<file path="config.mk">
export PLATFORM = sky130hd
export DESIGN_NAME = ising_soc
export DESIGN_NICKNAME = d
export VERILOG_FILES = /design/src/ising_pkg.sv /design/src/stream_fifo.sv /design/src/ising_field_unit.sv /design/src/ising_core.sv /design/src/ising_soc.sv
export SDC_FILE = /design/constraint.sdc
export NUM_CORES = 1
export LEC_CHECK = 0
export ABC_CLOCK_PERIOD_IN_PS = 11130
export BUFFER_PORTS_ARGS = -buffer_cell sky130_fd_sc_hd__buf_2
export CAP_MARGIN = 10
export CORE_UTILIZATION = 32
export CTS_CLUSTER_DIAMETER = 150
export DETAILED_ROUTE_END_ITERATION = 7
export PLACE_DENSITY = 0.57
export SYNTH_ARGS = -nofsm -noshare
export SYNTH_HDL_FRONTEND = slang
export SYNTH_SLANG_ARGS = --single-unit
</file>
<file path="constraint.sdc">
create_clock -name clk_i -period 11.13 [get_ports clk_i]
set_clock_uncertainty 0.05 [all_clocks]
set_input_delay 0.5565 -clock clk_i [delete_from_list [all_inputs] [get_ports clk_i]]
set_output_delay 0.5565 -clock clk_i [all_outputs]
set_load 0.005 [all_outputs]
</file>
<file path="src/ising_pkg.sv">
// Ising problem package
// Problem size, command and result types shared by the RTL and the testbench

package ising_pkg;

  localparam int unsigned NumSpins = 8;
  localparam int unsigned RowIdxW  = 3;
  localparam int unsigned CoefW    = 4;  // Signed J and h coefficients
  localparam int unsigned FieldW   = 7;  // Holds h plus seven couplings
  localparam int unsigned EnergyW  = 11;
  localparam int unsigned CountW   = 4;

  localparam int unsigned CmdFifoDepth = 4;
  localparam int unsigned ResFifoDepth = 2;

  typedef enum logic [1:0] {
    OpWriteJ,
    OpWriteH,
    OpWriteSpins,
    OpRun
  } ising_op_e;

  // One J row or the whole h vector, element k belongs to spin k
  typedef logic [NumSpins-1:0][CoefW-1:0] coef_row_t;

  // For OpWriteSpins the spin bits sit in the low NumSpins bits of data
  typedef struct packed {
    ising_op_e          op;
    logic [RowIdxW-1:0] row;
    coef_row_t          data;
  } ising_cmd_t;

  typedef struct packed {
    logic signed [EnergyW-1:0] energy;
    logic [CountW-1:0]         unstable;
  } ising_res_t;

endpackage : ising_pkg

</file>
<file path="src/stream_fifo.sv">
// Valid/ready stream FIFO
// Circular buffer for any payload type, Depth must be a power of two

module stream_fifo #(
  parameter type         payload_t = logic,
  parameter int unsigned Depth     = 4
) (
  input  logic     clk_i,
  input  logic     rst_n_i,
  input  logic     in_valid_i,
  output logic     in_ready_o,
  input  payload_t in_data_i,
  output logic     out_valid_o,
  input  logic     out_ready_i,
  output payload_t out_data_o
);

  localparam int unsigned PtrW = $clog2(Depth);
  localparam int unsigned CntW = $clog2(Depth + 1);

  payload_t mem_q [Depth];

  logic [PtrW-1:0] wr_ptr_q;
  logic [PtrW-1:0] rd_ptr_q;
  logic [CntW-1:0] count_q;
  logic            push;
  logic            pop;

  assign in_ready_o  = (count_q != CntW'(Depth));
  assign out_valid_o = (count_q != '0);
  assign out_data_o  = mem_q[rd_ptr_q];

  assign push = in_valid_i && in_ready_o;
  assign pop  = out_valid_o && out_ready_i;

  always_ff @(posedge clk_i) begin
    if (!rst_n_i) begin
      wr_ptr_q <= '0;
      rd_ptr_q <= '0;
      count_q  <= '0;
    end else begin
      if (push) wr_ptr_q <= wr_ptr_q + 1'b1;  // Pointers wrap at Depth
      if (pop) rd_ptr_q <= rd_ptr_q + 1'b1;
      if (push && !pop) begin
        count_q <= count_q + 1'b1;
      end else if (pop && !push) begin
        count_q <= count_q - 1'b1;
      end
    end
  end

  always_ff @(posedge clk_i) begin
    if (push) mem_q[wr_ptr_q] <= in_data_i;
  end

endmodule : stream_fifo

</file>
<file path="src/ising_field_unit.sv">
// Local field unit
// Computes the field of one spin row and that spin's signed energy term

module ising_field_unit import ising_pkg::*; (
  input  logic [RowIdxW-1:0]      row_idx_i,
  input  coef_row_t               j_row_i,
  input  logic signed [CoefW-1:0] h_i,
  input  logic [NumSpins-1:0]     spins_i,
  output logic signed [FieldW-1:0] field_o,
  output logic signed [FieldW:0]   term_o,  // One bit wider, the field -64 flips to +64
  output logic                     unstable_o
);

  logic signed [FieldW-1:0] field_sum;
  logic signed [FieldW:0]   field_ext;

  always_comb begin
    logic signed [CoefW-1:0] coef;
    field_sum = FieldW'(h_i);
    for (int k = 0; k < NumSpins; k++) begin
      coef = $signed(j_row_i[k]);
      // The diagonal coupling has no effect on the field
      if (k != int'(row_idx_i)) begin
        if (spins_i[k]) begin
          field_sum = field_sum + coef;
        end else begin
          field_sum = field_sum - coef;
        end
      end
    end
  end

  assign field_o   = field_sum;
  assign field_ext = (FieldW + 1)'(field_sum);

  // Spin bit 1 is +1, bit 0 is -1
  assign term_o     = spins_i[row_idx_i] ? field_ext : -field_ext;
  assign unstable_o = term_o[FieldW];  // Spin points against its field

endmodule : ising_field_unit

</file>
<file path="src/ising_core.sv">
// Ising energy core
// Stores J, h and the spins, executes write commands and runs a
// row-sequenced energy evaluation that yields energy and unstable count

module ising_core import ising_pkg::*; (
  input  logic       clk_i,
  input  logic       rst_n_i,
  input  logic       cmd_valid_i,
  output logic       cmd_ready_o,
  input  ising_cmd_t cmd_i,
  output logic       res_valid_o,
  input  logic       res_ready_i,
  output ising_res_t res_o
);

  typedef enum logic [1:0] {
    StIdle,
    StRun,
    StDone
  } state_e;

  state_e state_q;

  coef_row_t [NumSpins-1:0] j_q;
  coef_row_t                h_q;
  logic [NumSpins-1:0]      spins_q;

  logic [RowIdxW-1:0]        row_q;
  logic signed [EnergyW-1:0] acc_q;
  logic [CountW-1:0]         unstable_q;

  logic [$bits(coef_row_t)-1:0] cmd_data_flat;
  logic                         cmd_fire;
  logic signed [FieldW:0]       term;
  logic                         unstable;

  assign cmd_ready_o   = (state_q == StIdle);
  assign cmd_fire      = cmd_valid_i && cmd_ready_o;
  assign cmd_data_flat = cmd_i.data;

  ising_field_unit u_field_unit (
    .row_idx_i  (row_q),
    .j_row_i    (j_q[row_q]),
    .h_i        ($signed(h_q[row_q])),
    .spins_i    (spins_q),
    .field_o    (),
    .term_o     (term),
    .unstable_o (unstable)
  );

  // Problem storage, cleared so that a run after reset sees a zero problem
  always_ff @(posedge clk_i) begin
    if (!rst_n_i) begin
      j_q     <= '0;
      h_q     <= '0;
      spins_q <= '0;
    end else if (cmd_fire) begin
      case (cmd_i.op)
        OpWriteJ:     j_q[cmd_i.row] <= cmd_i.data;
        OpWriteH:     h_q <= cmd_i.data;
        OpWriteSpins: spins_q <= cmd_data_flat[NumSpins-1:0];
        default:      ;
      endcase
    end
  end

  always_ff @(posedge clk_i) begin
    if (!rst_n_i) begin
      state_q <= StIdle;
      row_q   <= '0;
    end else begin
      case (state_q)
        StIdle: begin
          if (cmd_fire && cmd_i.op == OpRun) begin
            state_q <= StRun;
            row_q   <= '0;
          end
        end
        StRun: begin
          row_q <= row_q + 1'b1;
          if (row_q == RowIdxW'(NumSpins - 1)) state_q <= StDone;
        end
        StDone: begin
          if (res_ready_i) state_q <= StIdle;  // Result taken downstream
        end
        default: state_q <= StIdle;
      endcase
    end
  end

  // Accumulators restart on every run
  always_ff @(posedge clk_i) begin
    if (state_q == StIdle) begin
      acc_q      <= '0;
      unstable_q <= '0;
    end else if (state_q == StRun) begin
      acc_q      <= acc_q + EnergyW'(term);
      unstable_q <= unstable_q + CountW'(unstable);
    end
  end

  assign res_valid_o    = (state_q == StDone);
  assign res_o.energy   = -acc_q;  // E is minus the sum of s_i times its field
  assign res_o.unstable = unstable_q;

endmodule : ising_core

</file>
<file path="src/ising_soc.sv">
// Ising subsystem top level
// Command FIFO feeding the energy core, results buffered in a second FIFO

module ising_soc import ising_pkg::*; (
  input  logic       clk_i,
  input  logic       rst_n_i,
  input  logic       cmd_valid_i,
  output logic       cmd_ready_o,
  input  ising_cmd_t cmd_i,
  output logic       res_valid_o,
  input  logic       res_ready_i,
  output ising_res_t res_o
);

  logic       core_cmd_valid;
  logic       core_cmd_ready;
  ising_cmd_t core_cmd;
  logic       core_res_valid;
  logic       core_res_ready;
  ising_res_t core_res;

  stream_fifo #(
    .payload_t (ising_cmd_t),
    .Depth     (CmdFifoDepth)
  ) u_cmd_fifo (
    .clk_i       (clk_i),
    .rst_n_i     (rst_n_i),
    .in_valid_i  (cmd_valid_i),
    .in_ready_o  (cmd_ready_o),
    .in_data_i   (cmd_i),
    .out_valid_o (core_cmd_valid),
    .out_ready_i (core_cmd_ready),
    .out_data_o  (core_cmd)
  );

  ising_core u_core (
    .clk_i       (clk_i),
    .rst_n_i     (rst_n_i),
    .cmd_valid_i (core_cmd_valid),
    .cmd_ready_o (core_cmd_ready),
    .cmd_i       (core_cmd),
    .res_valid_o (core_res_valid),
    .res_ready_i (core_res_ready),
    .res_o       (core_res)
  );

  stream_fifo #(
    .payload_t (ising_res_t),
    .Depth     (ResFifoDepth)
  ) u_res_fifo (
    .clk_i       (clk_i),
    .rst_n_i     (rst_n_i),
    .in_valid_i  (core_res_valid),
    .in_ready_o  (core_res_ready),
    .in_data_i   (core_res),
    .out_valid_o (res_valid_o),
    .out_ready_i (res_ready_i),
    .out_data_o  (res_o)
  );

endmodule : ising_soc

</file>
==> metrics.md, run 1 <==
| Metric | Value |
|---|---|
| Max_slew headroom | 27.3% |
| Vias | 16600 |
| Fmax | 94.6 MHz |
| LEAKAGE | 10.7 nW |
| Clock buffers created by TritonCTS | 56 |
| Final GP Congestion | 0.894 |
| Hold_sp | cmd_i[22] |
| Met1 Resource Use GR | 21.4% |
| Synthesis-to-layout area growth | 13.9% |
| Adder-cell share of the synthesized area | 4.87% |
| Share of cells above drive strength 1 | 17.1% |
| Final #Nets | 2380 |
| Fill cells | 7388 |
| Synth cell count leaders | 409 x nand2_1, 330 x dfxtp_1, 178 x edfxtp_1 |
| DR WL/cell | 18.8 um |
| Final ANT Viol Nets | 0 |
| Post-Syn Area | 0.0249 mm2 |
| Die Y | 281 um |
| Ports | 58 |
| First drt pass iteration count | 5 |
| Count leader, synth | nand2_1 |
| Mux share of post-synthesis cell area | 18.6% |
| WS Path Type | reg2reg |
| Pre-CTS WS | 0.0925 ns |
| Total Routing Usage GR | 15.9% |
| Core Footprint | 0.0765 mm2 |
| Crit share post-route | 95.0% |
| Critical path capture point type | register |
| Max Cap Viol | 0 |
| EDFF count, synth | 178 |
| Final WL | 62600 um |
| Multi-input logic area | 0.0124 mm2 |
| XOR/XNOR share of the synthesized area | 3.12% |
| Max-slew violations | 0 |
| Worst Tran Pin Value | 1.09 ns |
| Yosys warnings | 0 |
| H-tree depth | 2 |
| Clock-pin slew on the worst setup and hold paths | 0.06 ns |
| Max clock buf depth | 3 |
| Synthesized Nets | 2369 |
| GRT busiest layer | met2 |
| Hold path cells | 1 |
| Worst R2R Setup Slack | 0.56 ns |
| Required time worst endpoint | 11.60 ns |
| RR Endpoint | u_core.acc_q[10] |
| Hold EP | u_cmd_fifo.mem_q[0][22] |
| Root buffer cell | clkbuf_16 |
| Final worst slack | 0.555 ns |
| Hold crit path type | in2reg |
| Initial Util | 32.6% |
| Reg2Reg Depth | 47 |
| CP most frequent cell | ha_1 |
| Final setup violation count | 0 |
| Worst vdd ir | 0.000144 V |
| Crit. Startpoint | u_core.row_q[0] |
| Met3 Track Usage GR | 1.95% |
| Hold Buf Count CTS | 0 |
| Dpl hpwl | 39400 um |
| # rows | 101 |
| Die area | 0.0790 mm2 |
| Top FF cell, synth | dfxtp_1 |
| Sequential Area | 0.0120 mm2 |
| CTS tree | yes |
| GRT overflow | 0 |
| PD cells | 253 mW/mm2 |
| # DRC | 0 |
| CP max FO | 7 |
| Compound-gate portion of the synthesized area | 9.59% |
| Worst setup SP type | register |
| Final hold violations | 0 |
| Crit Reg-Reg Startpoint | u_core.row_q[0] |
| # diodes | 0 |
| Initial antenna violation count | 0 |
| Critical Path Slowest Stage Cell | mux4_2 |
| Avg Cell Area, Syn | 11.1 um2 |
| WP data arrival | 11.04 ns |
| Cells after Synth | 2237 |
| Largest family of logic cells by synthesized area | multiplexers |
| First-pass GRT wire length | 97500 um |
| Post-synth top area share | 26.5% |
| Synth area leaders | dfxtp_1 27%, edfxtp_1 21%, mux4_2 9.5% |
| Tmin final | 10.57 ns |
| Largest net degree at the start of global routing | 123 |
| M2 GR Usage | 26.6% |
| Area leader, netlist | dfxtp_1 |
| Seq cells post-synth | 508 |
| Sink Count | 508 |
| Sequential-to-total area share from yosys stat | 48.0% |
| Final setup TNS | 0 ns |
| Worst path max stage delay | 0.53 ns |
| Buffers added on ports | 57 |
| Vias in the first global route | 16900 |
| Vias per Instance | 5.00 |
| Clock latency at the later pin of the worst-skew pair | 0.64 ns |
| Post-synth cell types | 62 |
| Synth Area in Simple Gates | 12.9% |
| Drt first-iter violations | 1027 |
| Die width | 281 um |
| Status | finished, final reports clean |
| FFs w/ async S/R, synth | 0% |
-- repair_timing --
item	4_1_cts	5_1_grt
endpoints found under the setup margin	0	7
resized for setup	0	39
setup buffers	0	5
hold endpoints to repair	0	0
-- layout make-up --
class	instances	share of cell area, %
clock buffers	72	5.59
clock inverters	32	1.11
inverters	42	0.556
multi-input cells	1543	43.8
flip-flops and latches	508	42.2
well taps	1030	4.54
repair buffers	97	2.20
-- worst max-delay path: cells and delay by family, from the launching register on --
family                     cells  cell delay [ns]
adders and majority gates     10             3.31
muxes                          6             1.55
and+or+nand+nor                6             0.64
AOI/OAI and AO/OA             13             2.12
xor gates and xnor gates      11             2.28
buffers and inverters          1             0.07
DFF                            1             0.43
-- kinds of logic after synthesis --
group | count (synthesis)
simple gates | 706
buf+inv | 186
fa+ha+maj | 91
compound gates | 342
flops | 508
mux | 320
xor+xnor | 84
-- report_power, final --
part	leakage [nW]	internal [W]	total, W	switching (W)
clock	0.943	0.00110	0.00188	0.000778
combinational	5.41	0.00133	0.00307	0.00175
sequential	4.30	0.00211	0.00221	0.000102
-- how the worst max path moves through the flow --
stage,to,slack [ns],depth (start not counted)
finish,u_core.acc_q[10],0.56,47
global route,u_core.acc_q[10],-0.05,50
global placement,u_core.acc_q[10],0.42,49
CTS,u_core.acc_q[10],0.02,49
floorplan,u_core.acc_q[10],0.01,50
detailed placement,u_core.acc_q[10],0.09,50
-- placed cells by master (no fill, tap or decap), types with 8 or more instances in the layout --
cell type  synthesis  final
a211oi_1          12     11
a21boi_0         163    163
a21o_1            30     30
a21oi_1           49     34
a21oi_2            0     15
a31oi_1           12     12
and2_1            20     20
buf_2              8     56
buf_4              2     38
clkbuf_16          0     58
clkbuf_8           0      8
clkinv_1           0      9
clkinv_2           0     14
dfxtp_1          330    325
edfxtp_1         178    178
fa_1              10     10
ha_1              81     75
inv_1             42     41
mux2_2            40     38
mux2i_1          171    169
mux4_2           105    105
nand2_1          409    409
nand2b_1          11     11
nand3_1           10     10
nor2_1            67     60
nor2b_1          147    147
nor3_1            11      9
o21ai_0           29     25
o21bai_1          15     15
xnor2_1           59     57
xor2_1            22     22
-- per-stage QoR --
step	hold slack (ns)	cell area [um2]	std cells	total power (W)	util (%)
CTS	0.0415	28100	3319	0.00707	36.8
floorplan	0.389	24900	2237	0.00448	-
global placement	0.397	26200	3215	0.00506	34.3
finish	0.0813	28400	3324	0.00716	37.1
detailed placement	0.406	26200	3215	0.00516	34.3
global route	0.0579	28400	3324	0.00765	37.1
-- sequential cells by signal, indices dropped and copies added, names as in the netlist, 2 cells and up, named ones only --
signal / cells
u_cmd_fifo.count_q: 3
u_cmd_fifo.mem_q: 148
u_cmd_fifo.rd_ptr_q: 2
u_cmd_fifo.wr_ptr_q: 2
u_core.acc_q: 11
u_core.h_q: 32
u_core.j_q: 256
u_core.row_q: 3
u_core.spins_q: 8
u_core.state_q: 2
u_core.unstable_q: 4
u_res_fifo.count_q: 2
u_res_fifo.mem_q: 30
-- layer usage --
layer | up-vias | wire, um
li1 | 7890 | -
met1 | 8295 | 28900
met2 | 349 | 29600
met3 | 101 | 2630
met4 | 0 | 1510
met5 | - | 0
Note: power is estimated with default switching activity, not from simulation.
==> run 2: changes to the inputs <==
Settings changed: ABC_CLOCK_PERIOD_IN_PS 11130 to 13700, PLACE_DENSITY 0.57 to 0.55.
Clock period 11.13 ns to 13.7 ns, I/O delays scaled along.
==> run 2 against run 1 <==
- first-iteration DRC count down 6.1%
- largest cell class unchanged
- critical path type unchanged
- sequential power decreased by 18%
- critical endpoint unchanged
- via count down 1.7%
- clock power is 18% lower
==> metrics.md, run 2 (synthesis results as in run 1) <==
| Metric | Value |
|---|---|
| Status | finished, final reports clean |
| LEAKAGE | 10.6 nW |
| Commonest cells after routing, fill and taps aside | 409 x nand2_1, 325 x dfxtp_1, 178 x edfxtp_1 |
| Worst R2R Setup Slack | 1.95 ns |
| Final WL | 62400 um |
| Worst Tran Pin Value | 1.10 ns |
| CP most frequent cell | ha_1 |
| # rows | 101 |
| Crit share post-route | 85.8% |
| Core Footprint | 0.0765 mm2 |
| Vias | 16400 |
| Max FFs per register | 256 |
| GRT overflow | 0 |
| Most common cell after layout, fill and taps aside | nand2_1 |
| CP delay by family, top | adder cells |
| Reg with most FFs | u_core.j_q |
| Max-slew violations | 0 |
| Worst path max stage delay | 0.74 ns |
| Final GP Congestion | 0.833 |
| Final setup TNS | 0 ns |
| Dpl hpwl | 39400 um |
| Post_cts resized | 0 |
| Final hold violations | 0 |
| # diodes | 0 |
| Tmin final | 11.75 ns |
| Critical path capture point type | register |
| Final Util | 36.7% |
| Vias per Instance | 4.94 |
| Hold_sp | cmd_i[21] |
| CP max FO | 30 |
| Critical Path Slowest Stage Cell | dfxtp_4 |
| Share of cells above drive strength 1 | 14.8% |
| Reg2Reg Depth | 49 |
| Die Y | 281 um |
| First-pass GRT wire length | 97600 um |
| Top Registers | u_core.j_q x256, u_cmd_fifo.mem_q x148, u_core.h_q x32 |
| RSZ-0062 raised after global routing | no |
| Clock buffers created by TritonCTS | 57 |
| Hold path cells | 1 |
| Hold crit path type | in2reg |
| Worst vdd ir | 0.000145 V |
| WS Path Type | reg2reg |
| Total power | 0.00573 W |
| Die width | 281 um |
| Largest net degree at the start of global routing | 118 |
| Ports | 58 |
| Initial Util | 32.6% |
| Clock latency at the later pin of the worst-skew pair | 0.63 ns |
| First drt pass iteration count | 5 |
| Vias in the first global route | 16900 |
| Die area | 0.0790 mm2 |
| CTS tree | yes |
| PD cells | 204 mW/mm2 |
| Final #Nets | 2369 |
| Total Routing Usage GR | 15.9% |
| WP data arrival | 12.25 ns |
| RR Endpoint | u_core.acc_q[10] |
| Worst setup SP type | register |
| Buffers added on ports | 57 |
| Final setup violation count | 0 |
| Total setup buffers inserted after CTS | 0 |
| Crit Reg-Reg Startpoint | u_core.row_q[0] |
| Synthesis-to-layout area growth | 12.7% |
| Sink Count | 508 |
| Max Cap Viol | 0 |
| Buf/Inv on CP | 3 |
| Fmax | 85.1 MHz |
| H-tree depth | 2 |
| Root buffer cell | clkbuf_16 |
| Final ANT Viol Nets | 0 |
| Max clock buf depth | 3 |
| Hold Buf Count CTS | 0 |
| DR WL/cell | 18.8 um |
| # DRC | 0 |
| Drt first-iter violations | 964 |
| Required time worst endpoint | 14.20 ns |
| Clock-pin slew on the worst setup and hold paths | 0.06 ns |
| Hold EP | u_cmd_fifo.mem_q[1][21] |
| Max_slew headroom | 26.9% |
| Initial antenna violation count | 0 |
==> run 2: cell count changes in the layout (fill, tap and decap cells not counted), sizes merged <==
cell      previous run  this run
clkinvlp             0         4
clkinv              26        19
buf                 97        85
inv                 44        42
bufinv               4         7
clkbuf              72        75
==> run 2: cell type report <==
class                   instances  area (um2)
clock buffers                  75        1580
clock inverters                30         349
fillers                      7441       48400
inverters                      42         158
multi-input cells            1543       12200
flip-flops and latches        508       12000
well taps                    1030        1290
repair buffers                 85         502
==> run 2: report_power, final <==
part | total, W | internal (W) | switching [W]
registers | 0.00181 | 0.00171 | 0.0000935
clock network | 0.00155 | 0.000936 | 0.000619
logic | 0.00237 | 0.000987 | 0.00138
==> run 2: worst max path at each step <==
| stage | startpoint | end | slack [ns] | cells after the start |
|---|---|---|---|---|
| after CTS | u_core.row_q[0] | u_core.acc_q[10] | 1.90 | 47 |
| after global placement | u_core.row_q[0] | u_core.acc_q[10] | 2.13 | 48 |
| final | u_core.row_q[0] | u_core.acc_q[10] | 1.95 | 49 |
| after floorplan | u_core.row_q[0] | u_core.acc_q[10] | 1.91 | 50 |
| after detailed placement | u_core.row_q[0] | u_core.acc_q[10] | 1.93 | 43 |
| after global routing | u_core.row_q[1] | u_core.acc_q[10] | 1.00 | 51 |
==> run 2: stage by stage <==
step           instances  instance area (um2)  hold WS, ns  setup slack (ns)
6_report            3313                28100        0.215              1.95
5_1_grt             3313                28100        0.190              1.00
4_1_cts             3313                28100        0.175              1.90
3_5_place_dp        3208                26200        0.407              1.93
3_3_place_gp        3208                26200        0.397              2.13
2_1_floorplan       2237                24900        0.389              1.91
==> run 2: worst register-to-register path, delay by kind of cell (launching register included) <==
family / cells / cell delay, ns
and+or+nand+nor: 7 / 0.69
xor gates and xnor gates: 7 / 1.60
buffers and inverters: 3 / 0.29
AOI/OAI and AO/OA: 16 / 2.77
muxes: 6 / 1.77
DFF: 1 / 0.74
adders and majority gates: 10 / 3.77
==> run 2: per-layer routing <==
layer	track usage [%]	part of all wire [%]	vias to the layer above
met4	4.62	2.0	0
met5	0	0	-
met3	2.58	4.5	71
met1	21.5	47	8093
li1	-	-	7882
met2	26.2	47	308
